### src/design/hal_pkg.sv
/*
 * Shared widths, vector types, host command codes, reset defaults
 * and state encodings for the hardware abstraction blocks
 */

package hal_pkg;

	//////////////////////////////////////////////////////////////////////
	// Widths
	//////////////////////////////////////////////////////////////////////

	localparam int IO_W       = 16;
	localparam int CMD_W      = 8;
	localparam int DIM_W      = 12;
	localparam int LED_W      = 8;
	localparam int VOL_W      = 5;
	localparam int CFG_W      = 16;
	// Sync run length and line length counters
	localparam int RUN_LEN_W  = 16;
	// Data word index inside one host frame, saturating
	localparam int WORD_CNT_W = 4;

	typedef logic [IO_W-1:0]      io_word_t;
	typedef logic [CMD_W-1:0]     cmd_code_t;
	typedef logic [DIM_W-1:0]     dim_t;
	typedef logic [LED_W-1:0]     led_vec_t;
	typedef logic [VOL_W-1:0]     vol_att_t;
	typedef logic [CFG_W-1:0]     cfg_word_t;
	typedef logic [RUN_LEN_W-1:0] run_len_t;

	//////////////////////////////////////////////////////////////////////
	// Host commands
	//////////////////////////////////////////////////////////////////////

	localparam cmd_code_t CMD_CFG    = 8'h01;
	localparam cmd_code_t CMD_TIMING = 8'h20;
	localparam cmd_code_t CMD_LED    = 8'h25;
	localparam cmd_code_t CMD_VOL    = 8'h26;
	localparam cmd_code_t CMD_VSET   = 8'h27;
	localparam cmd_code_t CMD_HSET   = 8'h37;
	localparam cmd_code_t CMD_ARC    = 8'h3A;

	// Timing frame layout, only active size is kept
	localparam int TIMING_WORDS      = 8;
	localparam int TIMING_WIDTH_IDX  = 0;
	localparam int TIMING_HEIGHT_IDX = 4;

	// 1920x1080 output until the host says otherwise
	localparam dim_t DEFAULT_WIDTH  = 12'd1920;
	localparam dim_t DEFAULT_HEIGHT = 12'd1080;

	//////////////////////////////////////////////////////////////////////
	// Window calculator
	//////////////////////////////////////////////////////////////////////

	localparam int WIN_CYCLE   = 8;
	localparam int WIN_PHASE_W = $clog2(WIN_CYCLE);

	typedef enum logic {
		PARSE_IDLE,
		PARSE_DATA
	} parse_state_t;

	typedef enum logic [1:0] {
		WIN_LOAD,
		WIN_WAIT,
		WIN_CLAMP,
		WIN_PLACE
	} win_state_t;

endpackage

### src/design/csync_gen.sv
/*
 * Composite sync from active-high hsync and vsync,
 * serrated hsync pulses during vsync
 */

`timescale 1ns/1ps

module csync_gen import hal_pkg::*; (
	input  logic clk_sys,
	input  logic resetd,
	input  logic i_hsync,
	input  logic i_vsync,
	output logic o_csync
);

	logic     hs_prev_q;
	logic     cs_hs_q;
	logic     cs_vs_q;
	logic     hs_edge;
	run_len_t h_cnt_q;
	run_len_t line_len_q;
	run_len_t hs_len_q;

	assign hs_edge = hs_prev_q ^ i_hsync;

	assign o_csync = cs_hs_q ^ cs_vs_q;

	always_ff @(posedge clk_sys) begin
		if (resetd) begin
			hs_prev_q  <= 1'b0;
			cs_hs_q    <= 1'b0;
			cs_vs_q    <= 1'b0;
			h_cnt_q    <= '0;
			line_len_q <= '0;
			hs_len_q   <= '0;
		end else begin
			hs_prev_q <= i_hsync;

			// Line and hsync width measurement
			if (hs_edge) begin
				h_cnt_q <= '0;
				if (i_hsync)
					line_len_q <= h_cnt_q - hs_len_q;
				else
					hs_len_q <= h_cnt_q;
			end else begin
				h_cnt_q <= h_cnt_q + 1'b1;
			end

			// Inside vsync the pulse moves one hsync width early
			if (!i_vsync)
				cs_hs_q <= i_hsync;
			else if (h_cnt_q == line_len_q)
				cs_hs_q <= 1'b1;
			else if (hs_edge && i_hsync)
				cs_hs_q <= 1'b0;

			cs_vs_q <= i_vsync;
		end
	end

endmodule

### src/design/hal_top.sv
/*
 * Top level: host config registers, window calculator, sync conditioning
 */

`timescale 1ns/1ps

module hal_top import hal_pkg::*; (
	input  logic       clk_sys,
	input  logic       resetd,
	input  logic       i_io_uio,
	input  logic       i_io_strobe,
	input  io_word_t   i_io_din,
	input  dim_t       i_video_arx,
	input  dim_t       i_video_ary,
	input  logic       i_led_user,
	input  logic [1:0] i_led_power,
	input  logic [1:0] i_led_disk,
	input  logic       i_hs_raw,
	input  logic       i_vs_raw,
	output led_vec_t   o_led,
	output cfg_word_t  o_cfg,
	output vol_att_t   o_vol_att,
	output dim_t       o_hmin,
	output dim_t       o_hmax,
	output dim_t       o_vmin,
	output dim_t       o_vmax,
	output logic       o_hs,
	output logic       o_vs,
	output logic       o_csync
);

	// Host settings toward the window calculator
	dim_t width, height, vset, hset;
	dim_t arc1x, arc1y, arc2x, arc2y;
	logic freescale;

	hps_cfg_regs i_hps_cfg_regs (
		.clk_sys     (clk_sys),
		.resetd      (resetd),
		.i_io_uio    (i_io_uio),
		.i_io_strobe (i_io_strobe),
		.i_io_din    (i_io_din),
		.i_led_user  (i_led_user),
		.i_led_power (i_led_power),
		.i_led_disk  (i_led_disk),
		.o_led       (o_led),
		.o_cfg       (o_cfg),
		.o_vol_att   (o_vol_att),
		.o_width     (width),
		.o_height    (height),
		.o_vset      (vset),
		.o_hset      (hset),
		.o_freescale (freescale),
		.o_arc1x     (arc1x),
		.o_arc1y     (arc1y),
		.o_arc2x     (arc2x),
		.o_arc2y     (arc2y)
	);

	video_window_calc i_video_window_calc (
		.clk_sys     (clk_sys),
		.resetd      (resetd),
		.i_width     (width),
		.i_height    (height),
		.i_vset      (vset),
		.i_hset      (hset),
		.i_freescale (freescale),
		.i_arc1x     (arc1x),
		.i_arc1y     (arc1y),
		.i_arc2x     (arc2x),
		.i_arc2y     (arc2y),
		.i_video_arx (i_video_arx),
		.i_video_ary (i_video_ary),
		.o_hmin      (o_hmin),
		.o_hmax      (o_hmax),
		.o_vmin      (o_vmin),
		.o_vmax      (o_vmax)
	);

	//////////////////////////////////////////////////////////////////////
	// Sync path
	//////////////////////////////////////////////////////////////////////

	sync_polarity_fix i_sync_fix_h (
		.clk_sys (clk_sys),
		.resetd  (resetd),
		.i_sync  (i_hs_raw),
		.o_sync  (o_hs)
	);

	sync_polarity_fix i_sync_fix_v (
		.clk_sys (clk_sys),
		.resetd  (resetd),
		.i_sync  (i_vs_raw),
		.o_sync  (o_vs)
	);

	csync_gen i_csync_gen (
		.clk_sys (clk_sys),
		.resetd  (resetd),
		.i_hsync (o_hs),
		.i_vsync (o_vs),
		.o_csync (o_csync)
	);

endmodule

### src/design/hps_cfg_regs.sv
/*
 * Host command parser, configuration registers and board LED merger
 */

`timescale 1ns/1ps

module hps_cfg_regs import hal_pkg::*; (
	input  logic      clk_sys,
	input  logic      resetd,
	input  logic      i_io_uio,
	input  logic      i_io_strobe,
	input  io_word_t  i_io_din,
	input  logic      i_led_user,
	input  logic [1:0] i_led_power,
	input  logic [1:0] i_led_disk,
	output led_vec_t  o_led,
	output cfg_word_t o_cfg,
	output vol_att_t  o_vol_att,
	output dim_t      o_width,
	output dim_t      o_height,
	output dim_t      o_vset,
	output dim_t      o_hset,
	output logic      o_freescale,
	output dim_t      o_arc1x,
	output dim_t      o_arc1y,
	output dim_t      o_arc2x,
	output dim_t      o_arc2y
);

	parse_state_t            state_q;
	cmd_code_t               cmd_q;
	logic [WORD_CNT_W-1:0]   word_cnt_q;
	logic                    word_take;
	logic                    data_take;

	led_vec_t led_ovt_q;
	led_vec_t led_st_q;
	led_vec_t led_ovt_next;
	led_vec_t led_st_next;
	led_vec_t led_dflt;
	logic     led_wr;

	// A word counts only inside a frame
	assign word_take = i_io_uio & i_io_strobe;
	assign data_take = word_take && (state_q == PARSE_DATA);

	//////////////////////////////////////////////////////////////////////
	// Frame parser
	//////////////////////////////////////////////////////////////////////

	always_ff @(posedge clk_sys) begin
		if (resetd) begin
			state_q    <= PARSE_IDLE;
			cmd_q      <= '0;
			word_cnt_q <= '0;
		end else if (!i_io_uio) begin
			state_q <= PARSE_IDLE;
		end else if (word_take) begin
			if (state_q == PARSE_IDLE) begin
				// First word of the frame is the command
				state_q    <= PARSE_DATA;
				cmd_q      <= i_io_din[CMD_W-1:0];
				word_cnt_q <= '0;
			end else if (word_cnt_q != '1) begin
				word_cnt_q <= word_cnt_q + 1'b1;
			end
		end
	end

	//////////////////////////////////////////////////////////////////////
	// Configuration registers
	//////////////////////////////////////////////////////////////////////

	always_ff @(posedge clk_sys) begin
		if (resetd) begin
			o_cfg       <= '0;
			o_vol_att   <= '0;
			o_width     <= DEFAULT_WIDTH;
			o_height    <= DEFAULT_HEIGHT;
			o_vset      <= '0;
			o_hset      <= '0;
			o_freescale <= 1'b0;
			o_arc1x     <= '0;
			o_arc1y     <= '0;
			o_arc2x     <= '0;
			o_arc2y     <= '0;
		end else if (data_take) begin
			case (cmd_q)
				CMD_CFG:  o_cfg     <= i_io_din;
				CMD_VOL:  o_vol_att <= i_io_din[VOL_W-1:0];
				CMD_VSET: o_vset    <= i_io_din[DIM_W-1:0];
				CMD_HSET: begin
					o_freescale <= i_io_din[15];
					o_hset      <= i_io_din[DIM_W-1:0];
				end
				CMD_TIMING: begin
					// Porch and sync words are only counted
					if (word_cnt_q < WORD_CNT_W'(TIMING_WORDS)) begin
						if (word_cnt_q == WORD_CNT_W'(TIMING_WIDTH_IDX))
							o_width <= i_io_din[DIM_W-1:0];
						if (word_cnt_q == WORD_CNT_W'(TIMING_HEIGHT_IDX))
							o_height <= i_io_din[DIM_W-1:0];
					end
				end
				CMD_ARC: begin
					case (word_cnt_q)
						WORD_CNT_W'(0): o_arc1x <= i_io_din[DIM_W-1:0];
						WORD_CNT_W'(1): o_arc1y <= i_io_din[DIM_W-1:0];
						WORD_CNT_W'(2): o_arc2x <= i_io_din[DIM_W-1:0];
						WORD_CNT_W'(3): o_arc2y <= i_io_din[DIM_W-1:0];
						default: ;
					endcase
				end
				default: ;
			endcase
		end
	end

	//////////////////////////////////////////////////////////////////////
	// LED merge
	//////////////////////////////////////////////////////////////////////

	assign led_wr       = data_take && (cmd_q == CMD_LED);
	assign led_ovt_next = led_wr ? i_io_din[15:8] : led_ovt_q;
	assign led_st_next  = led_wr ? i_io_din[7:0] : led_st_q;

	// Core pattern: user on bit 0, disk on bit 2, power on bit 4
	assign led_dflt = {3'b000, &i_led_power, 1'b0, i_led_disk[0], 1'b0, i_led_user};

	always_ff @(posedge clk_sys) begin
		if (resetd) begin
			led_ovt_q <= '0;
			led_st_q  <= '0;
			o_led     <= '0;
		end else begin
			led_ovt_q <= led_ovt_next;
			led_st_q  <= led_st_next;
			o_led     <= (led_ovt_next & led_st_next) | (~led_ovt_next & led_dflt);
		end
	end

	// Data words within a frame never bring the index back to zero
	a_word_cnt_no_wrap: assert property (@(posedge clk_sys) disable iff (resetd)
		data_take |=> (word_cnt_q != '0));

endmodule

### src/design/sync_polarity_fix.sv
/*
 * Sync polarity fixer, pulse driven out active high
 */

`timescale 1ns/1ps

module sync_polarity_fix import hal_pkg::*; (
	input  logic clk_sys,
	input  logic resetd,
	input  logic i_sync,
	output logic o_sync
);

	logic     sync_m, sync_s;
	logic     pol_q;
	run_len_t run_cnt_q;
	run_len_t high_len_q;
	run_len_t low_len_q;

	// Pulse is whichever level is shorter
	assign o_sync = i_sync ^ pol_q;

	always_ff @(posedge clk_sys) begin
		if (resetd) begin
			sync_m     <= 1'b0;
			sync_s     <= 1'b0;
			run_cnt_q  <= '0;
			high_len_q <= '0;
			low_len_q  <= '0;
			pol_q      <= 1'b0;
		end else begin
			sync_m <= i_sync;
			sync_s <= sync_m;
			if (sync_m != sync_s) begin
				// Level just ended, keep its length
				run_cnt_q <= '0;
				if (sync_s)
					high_len_q <= run_cnt_q;
				else
					low_len_q <= run_cnt_q;
			end else if (run_cnt_q != '1) begin
				run_cnt_q <= run_cnt_q + 1'b1;
			end
			pol_q <= high_len_q > low_len_q;
		end
	end

endmodule

### src/design/video_window_calc.sv
/*
 * Display window bounds with the picture centred from the aspect ratio
 */

`timescale 1ns/1ps

module video_window_calc import hal_pkg::*; (
	input  logic clk_sys,
	input  logic resetd,
	input  dim_t i_width,
	input  dim_t i_height,
	input  dim_t i_vset,
	input  dim_t i_hset,
	input  logic i_freescale,
	input  dim_t i_arc1x,
	input  dim_t i_arc1y,
	input  dim_t i_arc2x,
	input  dim_t i_arc2y,
	input  dim_t i_video_arx,
	input  dim_t i_video_ary,
	output dim_t o_hmin,
	output dim_t o_hmax,
	output dim_t o_vmin,
	output dim_t o_vmax
);

	win_state_t             state_q;
	logic [WIN_PHASE_W-1:0] phase_q;

	dim_t width_q, height_q;
	dim_t eff_w_q, eff_h_q, arx_q, ary_q;
	dim_t full_w_q, full_h_q, snap_w_q, snap_h_q, snap_arx_q, snap_ary_q;
	logic use_ratio_q;
	dim_t video_w_q, video_h_q;
	dim_t hmin_calc, vmin_calc;

	logic [2*DIM_W-1:0] w_prod, h_prod, w_cand, h_cand;

	// Full size, effective size and aspect terms in one register stage
	always_ff @(posedge clk_sys) begin
		width_q  <= i_width;
		height_q <= i_height;
		eff_h_q <= (i_vset != '0 && i_vset < i_height) ? i_vset : i_height;
		eff_w_q <= (i_hset != '0 && i_hset < i_width) ? i_hset : i_width;
		if (i_video_ary == '0) begin
			case (i_video_arx)
				DIM_W'(1): begin
					arx_q <= i_arc1x;
					ary_q <= i_arc1y;
				end
				DIM_W'(2): begin
					arx_q <= i_arc2x;
					ary_q <= i_arc2y;
				end
				default: begin
					arx_q <= '0;
					ary_q <= '0;
				end
			endcase
		end else begin
			arx_q <= i_video_arx;
			ary_q <= i_video_ary;
		end
	end

	// Divider operands held from WIN_LOAD through WIN_WAIT
	assign w_prod = (2*DIM_W)'(snap_h_q) * (2*DIM_W)'(snap_arx_q);
	assign h_prod = (2*DIM_W)'(snap_w_q) * (2*DIM_W)'(snap_ary_q);
	assign w_cand = use_ratio_q ? w_prod / (2*DIM_W)'(snap_ary_q) : (2*DIM_W)'(snap_w_q);
	assign h_cand = use_ratio_q ? h_prod / (2*DIM_W)'(snap_arx_q) : (2*DIM_W)'(snap_h_q);

	assign hmin_calc = (full_w_q - video_w_q) >> 1;
	assign vmin_calc = (full_h_q - video_h_q) >> 1;

	always_ff @(posedge clk_sys) begin
		if (state_q == WIN_LOAD) begin
			full_w_q    <= width_q;
			full_h_q    <= height_q;
			snap_w_q    <= eff_w_q;
			snap_h_q    <= eff_h_q;
			snap_arx_q  <= arx_q;
			snap_ary_q  <= ary_q;
			use_ratio_q <= !(i_freescale || arx_q == '0 || ary_q == '0);
		end
		if (state_q == WIN_CLAMP) begin
			video_w_q <= (w_cand > (2*DIM_W)'(snap_w_q)) ? snap_w_q : w_cand[DIM_W-1:0];
			video_h_q <= (h_cand > (2*DIM_W)'(snap_h_q)) ? snap_h_q : h_cand[DIM_W-1:0];
		end
	end

	//////////////////////////////////////////////////////////////////////
	// Free running calculation cycle
	//////////////////////////////////////////////////////////////////////

	always_ff @(posedge clk_sys) begin
		if (resetd) begin
			state_q <= WIN_LOAD;
			phase_q <= '0;
			o_hmin  <= '0;
			o_hmax  <= '0;
			o_vmin  <= '0;
			o_vmax  <= '0;
		end else begin
			phase_q <= (state_q == WIN_PLACE) ? '0 : phase_q + 1'b1;
			case (state_q)
				WIN_LOAD: state_q <= WIN_WAIT;
				WIN_WAIT: begin
					if (phase_q == WIN_PHASE_W'(WIN_CYCLE - 3))
						state_q <= WIN_CLAMP;
				end
				WIN_CLAMP: state_q <= WIN_PLACE;
				WIN_PLACE: begin
					o_hmin  <= hmin_calc;
					o_hmax  <= hmin_calc + video_w_q - 1'b1;
					o_vmin  <= vmin_calc;
					o_vmax  <= vmin_calc + video_h_q - 1'b1;
					state_q <= WIN_LOAD;
				end
				default: state_q <= WIN_LOAD;
			endcase
		end
	end

	a_hbounds_order: assert property (@(posedge clk_sys) disable iff (resetd)
		(state_q == WIN_PLACE && video_w_q != '0) |=> (o_hmax >= o_hmin));

endmodule

### config.mk
export PLATFORM = sky130hd
export DESIGN_NAME = hal_top
export DESIGN_NICKNAME = d
export VERILOG_FILES = /design/src/design/hal_pkg.sv /design/src/design/csync_gen.sv /design/src/design/hal_top.sv /design/src/design/hps_cfg_regs.sv /design/src/design/sync_polarity_fix.sv /design/src/design/video_window_calc.sv
export SDC_FILE = /design/constraint.sdc
export NUM_CORES = 2
export LEC_CHECK = 0
export ABC_CLOCK_PERIOD_IN_PS = 64599
export BUFFER_PORTS_ARGS = -buffer_cell sky130_fd_sc_hd__buf_4
export CORE_MARGIN = 5
export CORE_UTILIZATION = 54
export DETAILED_ROUTE_END_ITERATION = 8
export PLACE_DENSITY = 0.85
export SLEW_MARGIN = 20
export SYNTH_ARGS = -nofsm -noshare
export SYNTH_HDL_FRONTEND = slang
export SYNTH_SLANG_ARGS = --single-unit
### constraint.sdc
create_clock -name clk_sys -period 64.6 [get_ports clk_sys]
set_input_delay 6.46 -clock clk_sys [delete_from_list [all_inputs] [get_ports clk_sys]]
set_output_delay 6.46 -clock clk_sys [all_outputs]
set_load 0.02 [all_outputs]
==> impl_metrics.env <==
export IMPL_status="finished clean"
export IMPL_area_delta_synth_final_pct=14.3
export IMPL_ys_ff_latch=528
export IMPL_die_y_um=337
export IMPL_cts_made_buffers=49
export IMPL_core_um2=107000
export IMPL_ios=131
export IMPL_gp_congestion=0.977
export IMPL_grt_max_degree=103
export IMPL_grtUsageTotal_pct=27.9
export IMPL_synth_edf_count=97
export IMPL_drive_gt1_share_pct=14.9
export IMPL_postRouteAntennaNets=0
export IMPL_cap_violations=0
export IMPL_synth_commonest_cells="767 x nand2_1, 747 x ha_1, 694 x nor2_1"
export IMPL_yosys_warnings=0
export IMPL_wl_um=174000
export IMPL_fin_nets=8511
export IMPL_die_width_um=337
export IMPL_max_stage_delay_ns=0.65
export IMPL_startpoint_type="flip-flop"
export IMPL_met3_usage_pct=4.40
export IMPL_min_period_over_period_pct=97.2
export IMPL_num_rows=120
export IMPL_synth_cell_types=118
export IMPL_hold_path_class="reg -> reg"
export IMPL_first_iter_violations=4817
export IMPL_viasPerCell=6.24
export IMPL_critPathCaptureType="flip-flop"
export IMPL_slew_viol_final=0
export IMPL_cts_tree="yes"
export IMPL_slew_headroom_pct=17.6
export IMPL_cts_hold_buf=0
export IMPL_synth_top_area_cell="ha_1"
export IMPL_post_route_drc_count=0
export IMPL_cts_clk_slew_worst_paths_ns=0.07
export IMPL_syn_inst=7128
export IMPL_cts_sinks=528
export IMPL_syn_area_um2=57700
export IMPL_fp_dieArea_um2=114000
export IMPL_path_max_fanout=11
export IMPL_setup_tns_ns=0
export IMPL_seq_area_um2=11500
export IMPL_dp_slack_ns=-0.0725
export IMPL_antenna_found_initial=4
export IMPL_grt_pass1_vias=53900
export IMPL_synth_avg_cell_area_um2=8.10
export IMPL_period_minus_slack_ns=62.79
export IMPL_use_met2_pct=49.3
export IMPL_wl_per_cell_um=19.5
export IMPL_design_area_um2=66000
export IMPL_async_flop_share_pct=0
export IMPL_nFillCells=8263
export IMPL_synth_most_common_cell="nand2_1"
export IMPL_grt_ovfl_total=0
export IMPL_port_buffers=127
export IMPL_fmax_mhz=15.9
export IMPL_tightest_slew_ns=1.22
export IMPL_worstPathRequired_ns=64.83
export IMPL_cpMostUsedCell="o21a_1"
export IMPL_cts_htree_levels=2
export IMPL_synth_ff_type="dfxtp_1"
export IMPL_hold_viol=0
export IMPL_first_pass_iters=6
export IMPL_yosysSeqAreaShare_pct=20.0
export IMPL_grt_pass1_wl_um=266000
export IMPL_critical_path_arrival_ns=63.02
export IMPL_slowest_stage="or4b_4"
export IMPL_setup_viol=0
export IMPL_clockRootBuffer="clkbuf_16"
export IMPL_fin_ws_ns=1.81
export IMPL_grt_met1_usage_pct=33.7
export IMPL_clkLatencyLatePin_ns=0.60
export IMPL_yosys_top_cells_area="ha_1 16%, dfxtp_1 15%, fa_1 7.1%"
export IMPL_start_util_pct=54.2
export IMPL_dp_hpwl_um=126000
export IMPL_num_vias=55800
export IMPL_clock_path_buffers=3
export IMPL_busiest_layer="met2"
export IMPL_place_area_um2=61700
export IMPL_worst_setup_path_type="reg -> reg"
export IMPL_skew_ns=0.0116
export IMPL_synth_top_area_share_pct=16.2
export IMPL_multi_input_area_um2=44300
export IMPL_utilization_pct=61.9
## kinds of logic after synthesis
| kind of cell | Yosys count | synth area share, % |
|---|---|---|
| AO/OA/AOI/OAI | 1692 | 19.6 |
| XOR/XNOR | 369 | 5.60 |
| adder cells (fa/ha/maj) | 952 | 23.3 |
| buffers and inverters | 812 | 5.37 |
| flip-flops | 528 | 20.0 |
| multiplexers | 366 | 6.67 |
| other | 1 | 0.00650 |
| AND/OR/NAND/NOR | 2408 | 19.5 |
## worst paths after layout
kind	start	to	slack [ns]	cells after the start
setup / recovery	i_video_window_calc.snap_ary_q[8]	i_video_window_calc.video_h_q[11]	1.81	313
hold / removal	i_hps_cfg_regs.o_height[5]	i_video_window_calc.height_q[5]	0.39	0
setup reg to reg	i_video_window_calc.snap_ary_q[8]	i_video_window_calc.video_h_q[11]	1.81	313
hold reg to reg	i_hps_cfg_regs.o_height[5]	i_video_window_calc.height_q[5]	0.39	0
## state kept, by name (all words and copies together), names as in the netlist, 16 cells and up
name	count
i_sync_fix_v.low_len_q	16
i_sync_fix_v.high_len_q	16
i_sync_fix_h.run_cnt_q	16
i_sync_fix_v.run_cnt_q	16
i_sync_fix_h.high_len_q	16
i_sync_fix_h.low_len_q	16
i_csync_gen.line_len_q	16
i_csync_gen.hs_len_q	16
i_csync_gen.h_cnt_q	16
i_hps_cfg_regs.o_cfg	16
## final cells by class
cell class | count | area share [%]
inverters | 568 | 3.30
flip-flops and latches | 528 | 17.5
diodes | 2 | 0.00758
multi-input cells | 5790 | 67.2
clock inverters | 27 | 0.500
well taps | 1403 | 2.66
repair buffers | 571 | 6.82
clock buffers | 65 | 2.07
## stage by stage
stage / instances / hold slack, ns
2_1_floorplan: 7129 / 0.346
3_3_place_gp: 8702 / 0.367
3_5_place_dp: 8702 / 0.377
4_1_cts: 8795 / 0.386
5_1_grt: 8952 / 0.396
6_report: 8954 / 0.389
## placed cells by master, fill, tap and decap left out, types with 50 or more instances in the layout
master	count
nand2_1	758
ha_1	729
nor2_1	674
inv_1	548
buf_4	539
dfxtp_1	431
a21oi_1	392
o21ai_0	252
nor3_1	224
mux2i_1	223
xnor2_1	204
fa_1	204
o21a_1	193
a21o_1	184
xor2_1	164
mux2_2	137
nand3_1	103
edfxtp_1	97
nand2b_1	83
o31ai_1	77
nand4_1	76
and2_1	75
nor2b_1	71
o211ai_1	52
clkbuf_16	52
and3_1	50
## critical path: cells and delay by family, from the launching register on
| kind | cells | cell delay (ns) |
|---|---|---|
| AOI/OAI and AO/OA | 170 | 31.31 |
| and+or+nand+nor | 80 | 14.09 |
| buffers and inverters | 23 | 3.50 |
| adders and majority gates | 31 | 10.12 |
| muxes | 8 | 2.54 |
| DFF | 1 | 0.49 |
| xor gates and xnor gates | 1 | 0.18 |
## per-layer routing
metal,routed length (um),part of all wire [%],vias up
li1,-,-,26100
met1,66800,38,26500
met2,83000,48,2532
met3,15100,8.7,720
met4,9470,5.4,2
met5,15,0.0086,-
## what timing repair did
action,4_1_cts,5_1_grt
gates cloned,0,7
pin swaps,0,77
setup endpoints to repair,12,24
buffers inserted,1,150
resized for setup,5,317
Power is not shown: default switching activity piles up to over one toggle a cycle in this logic, so the estimate is an artifact.
